===== config.mk =====
export PLATFORM = sky130hd
export DESIGN_NAME = axi_arbiter_flat
export DESIGN_NICKNAME = d
export VERILOG_FILES = /design/src/axi_pkg.sv /design/src/axi_if.sv /design/src/axi_arbiter.sv /design/src/flat_wrapper.sv
export SDC_FILE = /design/constraint.sdc
export NUM_CORES = 1
export LEC_CHECK = 0
export BUFFER_PORTS_ARGS = -buffer_cell sky130_fd_sc_hd__buf_4
export CAP_MARGIN = 5
export CORE_AREA = 10 10 134 136
export DETAILED_ROUTE_END_ITERATION = 16
export DIE_AREA = 0 0 144 146
export PLACE_DENSITY = 0.7
export SLEW_MARGIN = 30
export SYNTH_ARGS = -nofsm -noshare
export SYNTH_HDL_FRONTEND = slang
export SYNTH_SLANG_ARGS = --single-unit

===== constraint.sdc =====
create_clock -name clk -period 4.8 [get_ports clk]
set_input_delay 0.72 -clock clk [delete_from_list [all_inputs] [get_ports clk]]
set_output_delay 0.72 -clock clk [all_outputs]
set_load 0.005 [all_outputs]

===== src/axi_pkg.sv =====
/*
 * axi_pkg
 * shared encodings for the core memory subsystem: the AXI-lite
 * response code and the arbiter FSM states
 */
package axi_pkg;

	// response code on the r and b channels, EXOKAY and DECERR never produced
	typedef enum logic [1:0] {
		OKAY   = 2'b00,
		SLVERR = 2'b10
	} resp_e;

	// arbiter FSM
	typedef enum logic [1:0] {
		IDLE      = 2'b00, // waiting for a request
		BUSY_DATA = 2'b01, // data port owns the SRAM
		BUSY_INST = 2'b10  // fetch port owns the SRAM
	} arb_state_e;

endpackage


===== src/axi_if.sv =====
/*
 * axi_rd_if / axi_wr_if
 * AXI-lite read and write channel bundles, no IDs and no bursts
 * master drives address, payload and response ready,
 * slave drives the address ready and the response
 */
`timescale 1ns/1ns

interface axi_rd_if #(
	parameter int ADDR_W = 32,
	parameter int DATA_W = 32
);
	import axi_pkg::*;

	logic [ADDR_W-1:0] ar_addr;
	logic              ar_valid;
	logic              ar_ready;

	logic [DATA_W-1:0] r_data;
	resp_e             r_resp;
	logic              r_valid;
	logic              r_ready;

	modport master (
		output ar_addr, ar_valid, r_ready,
		input  ar_ready, r_data, r_resp, r_valid
	);

	modport slave (
		input  ar_addr, ar_valid, r_ready,
		output ar_ready, r_data, r_resp, r_valid
	);
endinterface

interface axi_wr_if #(
	parameter int ADDR_W = 32,
	parameter int DATA_W = 32
);
	import axi_pkg::*;

	localparam int STRB_W = DATA_W / 8; // one strobe bit per byte lane

	logic [ADDR_W-1:0] aw_addr;
	logic              aw_valid;
	logic              aw_ready;

	logic [DATA_W-1:0] w_data;
	logic [STRB_W-1:0] w_strb;
	logic              w_valid;
	logic              w_ready;

	resp_e             b_resp;
	logic              b_valid;
	logic              b_ready;

	modport master (
		output aw_addr, aw_valid, w_data, w_strb, w_valid, b_ready,
		input  aw_ready, w_ready, b_resp, b_valid
	);

	modport slave (
		input  aw_addr, aw_valid, w_data, w_strb, w_valid, b_ready,
		output aw_ready, w_ready, b_resp, b_valid
	);
endinterface


===== src/axi_arbiter.sv =====
/*
 * axi_arbiter
 * two masters (fetch read, data read/write) onto one AXI-lite slave
 * fixed priority: data write, data read, fetch read
 * one transaction in flight, request captured on grant and replayed
 * to the slave, response steered back to the owner combinationally
 */
`timescale 1ns/1ns

module axi_arbiter #(
	parameter int ADDR_W = 32,
	parameter int DATA_W = 32
) (
	input  logic     clk,
	input  logic     rst,
	axi_rd_if.slave  inst_s,
	axi_rd_if.slave  data_rd_s,
	axi_wr_if.slave  data_wr_s,
	axi_rd_if.master mem_rd_m,
	axi_wr_if.master mem_wr_m
);
	import axi_pkg::*;

	localparam int STRB_W = DATA_W / 8;

	arb_state_e state, state_nxt;
	logic is_wr;    // current data transaction is a write
	logic req_pend; // captured request not yet taken by the slave

	logic [ADDR_W-1:0] addr_q;
	logic [DATA_W-1:0] wdata_q;
	logic [STRB_W-1:0] strb_q;

	logic wr_req, rd_req, inst_req;
	logic grant_wr, grant_rd, grant_inst;
	logic mem_acc;
	logic rsp_done;

	// a write needs address and data together
	assign wr_req   = data_wr_s.aw_valid & data_wr_s.w_valid;
	assign rd_req   = data_rd_s.ar_valid;
	assign inst_req = inst_s.ar_valid;

	assign grant_wr   = (state == IDLE) & wr_req;
	assign grant_rd   = (state == IDLE) & ~wr_req & rd_req;
	assign grant_inst = (state == IDLE) & ~wr_req & ~rd_req & inst_req;

	// ready only in the grant cycle
	assign data_wr_s.aw_ready = grant_wr;
	assign data_wr_s.w_ready  = grant_wr;
	assign data_rd_s.ar_ready = grant_rd;
	assign inst_s.ar_ready    = grant_inst;

	assign mem_acc = (mem_rd_m.ar_valid & mem_rd_m.ar_ready) |
	                 (mem_wr_m.aw_valid & mem_wr_m.aw_ready);

	// replay of the captured request
	assign mem_rd_m.ar_addr  = addr_q;
	assign mem_rd_m.ar_valid = req_pend & ~is_wr;
	assign mem_wr_m.aw_addr  = addr_q;
	assign mem_wr_m.aw_valid = req_pend & is_wr;
	assign mem_wr_m.w_data   = wdata_q;
	assign mem_wr_m.w_strb   = strb_q;
	assign mem_wr_m.w_valid  = req_pend & is_wr;

	// response steering, payload passes straight through
	assign data_wr_s.b_resp  = mem_wr_m.b_resp;
	assign data_wr_s.b_valid = (state == BUSY_DATA) & is_wr & mem_wr_m.b_valid;
	assign mem_wr_m.b_ready  = (state == BUSY_DATA) & is_wr & data_wr_s.b_ready;

	assign data_rd_s.r_data  = mem_rd_m.r_data;
	assign data_rd_s.r_resp  = mem_rd_m.r_resp;
	assign data_rd_s.r_valid = (state == BUSY_DATA) & ~is_wr & mem_rd_m.r_valid;

	assign inst_s.r_data  = mem_rd_m.r_data;
	assign inst_s.r_resp  = mem_rd_m.r_resp;
	assign inst_s.r_valid = (state == BUSY_INST) & mem_rd_m.r_valid;

	assign mem_rd_m.r_ready = ((state == BUSY_DATA) & ~is_wr & data_rd_s.r_ready) |
	                          ((state == BUSY_INST) & inst_s.r_ready);

	// owner takes the response, any resp code ends the transaction
	assign rsp_done = (data_wr_s.b_valid & data_wr_s.b_ready) |
	                  (data_rd_s.r_valid & data_rd_s.r_ready) |
	                  (inst_s.r_valid & inst_s.r_ready);

	always_comb begin
		state_nxt = state;
		unique case (state)
			IDLE: begin
				if (grant_wr | grant_rd) begin
					state_nxt = BUSY_DATA;
				end else if (grant_inst) begin
					state_nxt = BUSY_INST;
				end
			end
			BUSY_DATA, BUSY_INST: begin
				if (rsp_done) begin
					state_nxt = IDLE; // next grant one cycle later
				end
			end
			default: state_nxt = IDLE;
		endcase
	end

	always_ff @(posedge clk) begin
		if (rst) begin
			state    <= IDLE;
			is_wr    <= 1'b0;
			req_pend <= 1'b0;
		end else begin
			state <= state_nxt;
			if (grant_wr | grant_rd | grant_inst) begin
				is_wr    <= grant_wr;
				req_pend <= 1'b1;
			end else if (mem_acc) begin
				req_pend <= 1'b0;
			end
		end
	end

	always_ff @(posedge clk) begin
		if (grant_wr) begin
			addr_q  <= data_wr_s.aw_addr;
			wdata_q <= data_wr_s.w_data;
			strb_q  <= data_wr_s.w_strb;
		end else if (grant_rd) begin
			addr_q <= data_rd_s.ar_addr;
		end else if (grant_inst) begin
			addr_q <= inst_s.ar_addr;
		end
	end

	// one transaction in flight, a new grant finds the last request taken
	a_one_in_flight: assert property (@(posedge clk) disable iff (rst)
		(inst_s.ar_ready || data_rd_s.ar_ready || data_wr_s.aw_ready) |-> !req_pend);

	// the slave only answers a request that this arbiter handed over
	a_no_rsp_idle: assert property (@(posedge clk) disable iff (rst)
		(state == IDLE) |-> !(mem_rd_m.r_valid || mem_wr_m.b_valid));

endmodule


===== src/flat_wrapper.sv =====
// flat-port wrapper written by rule: the top's interface ports become plain ports
module axi_arbiter_flat import axi_pkg::*;
#(
	parameter int ADDR_W = 32,
	parameter int DATA_W = 32
)
  (clk, rst, inst_s_ar_addr, inst_s_ar_valid, inst_s_r_ready, inst_s_ar_ready, inst_s_r_data, inst_s_r_resp, inst_s_r_valid, data_rd_s_ar_addr, data_rd_s_ar_valid, data_rd_s_r_ready, data_rd_s_ar_ready, data_rd_s_r_data, data_rd_s_r_resp, data_rd_s_r_valid, data_wr_s_aw_addr, data_wr_s_aw_valid, data_wr_s_w_data, data_wr_s_w_strb, data_wr_s_w_valid, data_wr_s_b_ready, data_wr_s_aw_ready, data_wr_s_w_ready, data_wr_s_b_resp, data_wr_s_b_valid, mem_rd_m_ar_addr, mem_rd_m_ar_valid, mem_rd_m_r_ready, mem_rd_m_ar_ready, mem_rd_m_r_data, mem_rd_m_r_resp, mem_rd_m_r_valid, mem_wr_m_aw_addr, mem_wr_m_aw_valid, mem_wr_m_w_data, mem_wr_m_w_strb, mem_wr_m_w_valid, mem_wr_m_b_ready, mem_wr_m_aw_ready, mem_wr_m_w_ready, mem_wr_m_b_resp, mem_wr_m_b_valid);
  axi_rd_if #(.ADDR_W(ADDR_W), .DATA_W(DATA_W)) inst_s_i ();
  axi_rd_if #(.ADDR_W(ADDR_W), .DATA_W(DATA_W)) data_rd_s_i ();
  axi_wr_if #(.ADDR_W(ADDR_W), .DATA_W(DATA_W)) data_wr_s_i ();
  axi_rd_if #(.ADDR_W(ADDR_W), .DATA_W(DATA_W)) mem_rd_m_i ();
  axi_wr_if #(.ADDR_W(ADDR_W), .DATA_W(DATA_W)) mem_wr_m_i ();
  input  logic clk;
  input  logic rst;
  input wire logic [$bits(inst_s_i.ar_addr)-1:0] inst_s_ar_addr;
  input wire logic [$bits(inst_s_i.ar_valid)-1:0] inst_s_ar_valid;
  input wire logic [$bits(inst_s_i.r_ready)-1:0] inst_s_r_ready;
  output wire logic [$bits(inst_s_i.ar_ready)-1:0] inst_s_ar_ready;
  output wire logic [$bits(inst_s_i.r_data)-1:0] inst_s_r_data;
  output wire logic [$bits(inst_s_i.r_resp)-1:0] inst_s_r_resp;
  output wire logic [$bits(inst_s_i.r_valid)-1:0] inst_s_r_valid;
  input wire logic [$bits(data_rd_s_i.ar_addr)-1:0] data_rd_s_ar_addr;
  input wire logic [$bits(data_rd_s_i.ar_valid)-1:0] data_rd_s_ar_valid;
  input wire logic [$bits(data_rd_s_i.r_ready)-1:0] data_rd_s_r_ready;
  output wire logic [$bits(data_rd_s_i.ar_ready)-1:0] data_rd_s_ar_ready;
  output wire logic [$bits(data_rd_s_i.r_data)-1:0] data_rd_s_r_data;
  output wire logic [$bits(data_rd_s_i.r_resp)-1:0] data_rd_s_r_resp;
  output wire logic [$bits(data_rd_s_i.r_valid)-1:0] data_rd_s_r_valid;
  input wire logic [$bits(data_wr_s_i.aw_addr)-1:0] data_wr_s_aw_addr;
  input wire logic [$bits(data_wr_s_i.aw_valid)-1:0] data_wr_s_aw_valid;
  input wire logic [$bits(data_wr_s_i.w_data)-1:0] data_wr_s_w_data;
  input wire logic [$bits(data_wr_s_i.w_strb)-1:0] data_wr_s_w_strb;
  input wire logic [$bits(data_wr_s_i.w_valid)-1:0] data_wr_s_w_valid;
  input wire logic [$bits(data_wr_s_i.b_ready)-1:0] data_wr_s_b_ready;
  output wire logic [$bits(data_wr_s_i.aw_ready)-1:0] data_wr_s_aw_ready;
  output wire logic [$bits(data_wr_s_i.w_ready)-1:0] data_wr_s_w_ready;
  output wire logic [$bits(data_wr_s_i.b_resp)-1:0] data_wr_s_b_resp;
  output wire logic [$bits(data_wr_s_i.b_valid)-1:0] data_wr_s_b_valid;
  output wire logic [$bits(mem_rd_m_i.ar_addr)-1:0] mem_rd_m_ar_addr;
  output wire logic [$bits(mem_rd_m_i.ar_valid)-1:0] mem_rd_m_ar_valid;
  output wire logic [$bits(mem_rd_m_i.r_ready)-1:0] mem_rd_m_r_ready;
  input wire logic [$bits(mem_rd_m_i.ar_ready)-1:0] mem_rd_m_ar_ready;
  input wire logic [$bits(mem_rd_m_i.r_data)-1:0] mem_rd_m_r_data;
  input wire logic [$bits(mem_rd_m_i.r_resp)-1:0] mem_rd_m_r_resp;
  input wire logic [$bits(mem_rd_m_i.r_valid)-1:0] mem_rd_m_r_valid;
  output wire logic [$bits(mem_wr_m_i.aw_addr)-1:0] mem_wr_m_aw_addr;
  output wire logic [$bits(mem_wr_m_i.aw_valid)-1:0] mem_wr_m_aw_valid;
  output wire logic [$bits(mem_wr_m_i.w_data)-1:0] mem_wr_m_w_data;
  output wire logic [$bits(mem_wr_m_i.w_strb)-1:0] mem_wr_m_w_strb;
  output wire logic [$bits(mem_wr_m_i.w_valid)-1:0] mem_wr_m_w_valid;
  output wire logic [$bits(mem_wr_m_i.b_ready)-1:0] mem_wr_m_b_ready;
  input wire logic [$bits(mem_wr_m_i.aw_ready)-1:0] mem_wr_m_aw_ready;
  input wire logic [$bits(mem_wr_m_i.w_ready)-1:0] mem_wr_m_w_ready;
  input wire logic [$bits(mem_wr_m_i.b_resp)-1:0] mem_wr_m_b_resp;
  input wire logic [$bits(mem_wr_m_i.b_valid)-1:0] mem_wr_m_b_valid;
  assign inst_s_i.ar_addr = inst_s_ar_addr;
  assign inst_s_i.ar_valid = inst_s_ar_valid;
  assign inst_s_i.r_ready = inst_s_r_ready;
  assign inst_s_ar_ready = inst_s_i.ar_ready;
  assign inst_s_r_data = inst_s_i.r_data;
  assign inst_s_r_resp = inst_s_i.r_resp;
  assign inst_s_r_valid = inst_s_i.r_valid;
  assign data_rd_s_i.ar_addr = data_rd_s_ar_addr;
  assign data_rd_s_i.ar_valid = data_rd_s_ar_valid;
  assign data_rd_s_i.r_ready = data_rd_s_r_ready;
  assign data_rd_s_ar_ready = data_rd_s_i.ar_ready;
  assign data_rd_s_r_data = data_rd_s_i.r_data;
  assign data_rd_s_r_resp = data_rd_s_i.r_resp;
  assign data_rd_s_r_valid = data_rd_s_i.r_valid;
  assign data_wr_s_i.aw_addr = data_wr_s_aw_addr;
  assign data_wr_s_i.aw_valid = data_wr_s_aw_valid;
  assign data_wr_s_i.w_data = data_wr_s_w_data;
  assign data_wr_s_i.w_strb = data_wr_s_w_strb;
  assign data_wr_s_i.w_valid = data_wr_s_w_valid;
  assign data_wr_s_i.b_ready = data_wr_s_b_ready;
  assign data_wr_s_aw_ready = data_wr_s_i.aw_ready;
  assign data_wr_s_w_ready = data_wr_s_i.w_ready;
  assign data_wr_s_b_resp = data_wr_s_i.b_resp;
  assign data_wr_s_b_valid = data_wr_s_i.b_valid;
  assign mem_rd_m_ar_addr = mem_rd_m_i.ar_addr;
  assign mem_rd_m_ar_valid = mem_rd_m_i.ar_valid;
  assign mem_rd_m_r_ready = mem_rd_m_i.r_ready;
  assign mem_rd_m_i.ar_ready = mem_rd_m_ar_ready;
  assign mem_rd_m_i.r_data = mem_rd_m_r_data;
  assign mem_rd_m_i.r_resp = mem_rd_m_r_resp;
  assign mem_rd_m_i.r_valid = mem_rd_m_r_valid;
  assign mem_wr_m_aw_addr = mem_wr_m_i.aw_addr;
  assign mem_wr_m_aw_valid = mem_wr_m_i.aw_valid;
  assign mem_wr_m_w_data = mem_wr_m_i.w_data;
  assign mem_wr_m_w_strb = mem_wr_m_i.w_strb;
  assign mem_wr_m_w_valid = mem_wr_m_i.w_valid;
  assign mem_wr_m_b_ready = mem_wr_m_i.b_ready;
  assign mem_wr_m_i.aw_ready = mem_wr_m_aw_ready;
  assign mem_wr_m_i.w_ready = mem_wr_m_w_ready;
  assign mem_wr_m_i.b_resp = mem_wr_m_b_resp;
  assign mem_wr_m_i.b_valid = mem_wr_m_b_valid;
  axi_arbiter #(.ADDR_W(ADDR_W), .DATA_W(DATA_W)) u_core (.clk(clk), .rst(rst), .inst_s(inst_s_i), .data_rd_s(data_rd_s_i), .data_wr_s(data_wr_s_i), .mem_rd_m(mem_rd_m_i), .mem_wr_m(mem_wr_m_i));
endmodule

==> impl_metrics.json <==
{
  "cts_tree": "built",
  "io_pins": 364,
  "start_util_pct": 26.1,
  "fp.dieW_um": 144,
  "grt_pass1_vias": 3266,
  "tns_ns": 0,
  "synth_top_family_by_area": "buffers and inverters",
  "critPathArrivalTime_ns": 1.83,
  "first_pass_iters": 4,
  "cp_data_required_time_ns": 4.08,
  "yosys.area.top_type": "edfxtp_1",
  "end_kind": "primary output",
  "synth-seq-cells": 72,
  "wl_mm": 16.9,
  "seq_area_frac_synth_pct": 52.6,
  "hold_start": "u_core.state[0]",
  "ys.flop_type": "edfxtp_1",
  "clockPowerShare_pct": 25.3,
  "ys_async_sr_fraction_pct": 0,
  "setup-violations-final": 0,
  "hold_ws_ns": 0.511,
  "cts_made_buffers": 9,
  "tightest_slew_ns": 0.676,
  "fin_crit_sh_pct": 53.0,
  "synth_edf_count": 68,
  "final_cell_mix": "buf_4 (262), edfxtp_1 (68), nor2_1 (34)",
  "syn-num-nets": 554,
  "ff_latch_area_um2": 2120,
  "max_freq_mhz": 393,
  "n_antenna_cell": 0,
  "clock-sinks": 72,
  "ant_nets": 0,
  "busiest_layer": "met2",
  "p_switching_mw": 0.886,
  "avgViaCountPerCell": 4.65,
  "synth_top_cell_area_share_pct": 50.6,
  "grt_max_degree": 66,
  "cts_setup_buffers": 0,
  "critical_path.max_fanout": 13,
  "num_rows": 46,
  "synth_cells": 369,
  "power.density_nw_per_um2": 507,
  "p_seq_share_pct": 36.9,
  "multiInputGateArea_um2": 951,
  "worst_setup_path_start_kind": "flip-flop",
  "synthTopCellsByArea": "edfxtp_1 (51%), buf_4 (20%), a31oi_1 (4.8%)",
  "drv_slew": 0,
  "fin_nets": 703,
  "antenna_found_initial": 0,
  "p_int_mw": 1.98,
  "synth-compound-area-share_pct": 11.1,
  "wl_per_cell_um": 23.7,
  "vdd_ir_drop_max_v": 0.000176,
  "yosys.area_share.simple_pct": 11.2,
  "post-route-util_pct": 36.5,
  "h-tree-depth": 3,
  "rsz0062_at_grt": "no",
  "die_h_um": 146,
  "fill_cells": 1570,
  "finalCriticalPeriod_ns": 2.55,
  "slew_headroom_pct": 54.9,
  "r2r_setup_slack_ns": 2.69,
  "grtUsageMet2_pct": 25.4,
  "grt-ovfl-total": 0,
  "status": "complete, no violations",
  "r2r-start": "u_core.state[1]",
  "min_to": "u_core.state[0]",
  "combPwrFrac_pct": 37.7,
  "worst_r2r_endpoint": "u_core.mem_rd_m.ar_addr[21]",
  "hpwl_mm": 13.8,
  "path_clk_slew_ns": 0.06,
  "ys_types": 34,
  "grt_usage_pct": 14.8,
  "post_cts_resized": 0,
  "netSwitchingFraction_pct": 30.9,
  "gp_congestion": 0.826,
  "ys_warn_count": 0,
  "skew_ns": 0.00800,
  "cap_violations": 0,
  "layout_commonest_cell": "buf_4",
  "cts_hold_buf": 0,
  "core_region_area_um2": 15500,
  "synthesis.area_um2": 4040,
  "syn_area_per_cell_um2": 10.9,
  "insertion_delay_ns": 0.33,
  "grt_pass1_wl_mm": 22.7,
  "critical_path_class": "flip-flop to primary output",
  "use_met1_pct": 13.8,
  "synthXorXnorAreaFrac_pct": 0,
  "holdCritPathClass": "flip-flop to flip-flop",
  "drive_above_1_share_pct": 55.6,
  "drc": 0,
  "synth_fa_ha_area_share_pct": 0.930,
  "cts_root_buf": "clkbuf_16",
  "die-area_um2": 21000,
  "portBuffers": 256,
  "finalHoldViolations": 0,
  "gr-usage-met3_pct": 8.26,
  "leakage_nw": 2.45,
  "vias": 3325,
  "worstHoldPathCells": 2,
  "synthMuxAreaShare_pct": 0,
  "clk_path_buf_depth": 2,
  "reg2regPathDepth": 6,
  "drt_iter0_drc": 165,
  "syn_to_final_growth_pct": 40.0
}
==> cells in the mapped netlist, drive strengths merged (4+ instances only) <==
library cell,n
buf,116
and2,4
dfxtp,4
nand2,4
nor2,35
inv,7
edfxtp,68
nand3,34
nor2b,4
a31oi,32
clkbuf,9
o21ai,33
==> power groups by stage <==
stage	clock network, mW	registers, mW	logic, mW
after floorplan	0	1.06	0.590
after global placement	0	1.07	1.07
after detailed placement	0	1.07	1.11
after CTS	0.747	1.06	1.11
after global routing	0.771	1.08	1.17
final	0.726	1.06	1.08
==> cell families after synthesis <==
group           after synthesis
buf+inv                     132
simple gates                 89
compound gates               73
flops                        72
fa+ha+maj                     3
==> registers in the layout, summed over array words and instances, names as in the netlist <==
register	flops
u_core.is_wr	1
u_core.mem_rd_m.ar_addr	32
u_core.mem_wr_m.w_data	32
u_core.mem_wr_m.w_strb	4
u_core.req_pend	1
u_core.state	2
==> worst max-delay path by stage <==
| stage | from | to | slack [ns] | cells after the start |
|---|---|---|---|---|
| 5_1_grt | u_core.state[0] | data_wr_s_w_ready | 2.09 | 5 |
| 2_1_floorplan | data_wr_s_aw_valid | data_wr_s_w_ready | 1.92 | 5 |
| 3_5_place_dp | data_wr_s_aw_valid | data_wr_s_aw_ready | 2.42 | 4 |
| 3_3_place_gp | data_wr_s_aw_valid | data_wr_s_aw_ready | 2.42 | 4 |
| 4_1_cts | u_core.state[0] | data_wr_s_aw_ready | 2.21 | 5 |
| 6_report | u_core.state[1] | data_wr_s_w_ready | 2.25 | 5 |
==> worst max-delay path, cell delays in order, from the launching register on <==
cell and delay, ns:
dfxtp_1 0.33, inv_1 0.08, ha_1 0.26, nand3_2 0.12, inv_1 0.48, buf_4 0.22
==> area by class of cell <==
type,count,area share [%]
sequential,72,37.5
clock inverter,7,1.68
inverter,7,0.465
timing repair buffer,263,35.3
multi-input combinational,165,16.8
clock buffer,9,3.98
tap,192,4.25
==> metrics by stage <==
step | worst slack (ns) | area, um^2 | std cells | power [mW]
floorplan | 1.92 | 4040 | 369 | 1.65
global placement | 2.42 | 5310 | 698 | 2.14
detailed placement | 2.42 | 5330 | 699 | 2.18
CTS | 2.21 | 5650 | 715 | 2.92
global route | 2.09 | 5650 | 715 | 3.02
finish | 2.25 | 5650 | 715 | 2.87
==> metal layers <==
| layer | routed length, um | up-vias |
|---|---|---|
| met5 | 0 | - |
| met4 | 573 | 0 |
| met3 | 2500 | 41 |
| met2 | 8480 | 229 |
| met1 | 5370 | 1538 |
| li1 | - | 1517 |
No activity file was read; power rests on OpenSTA's default activity.
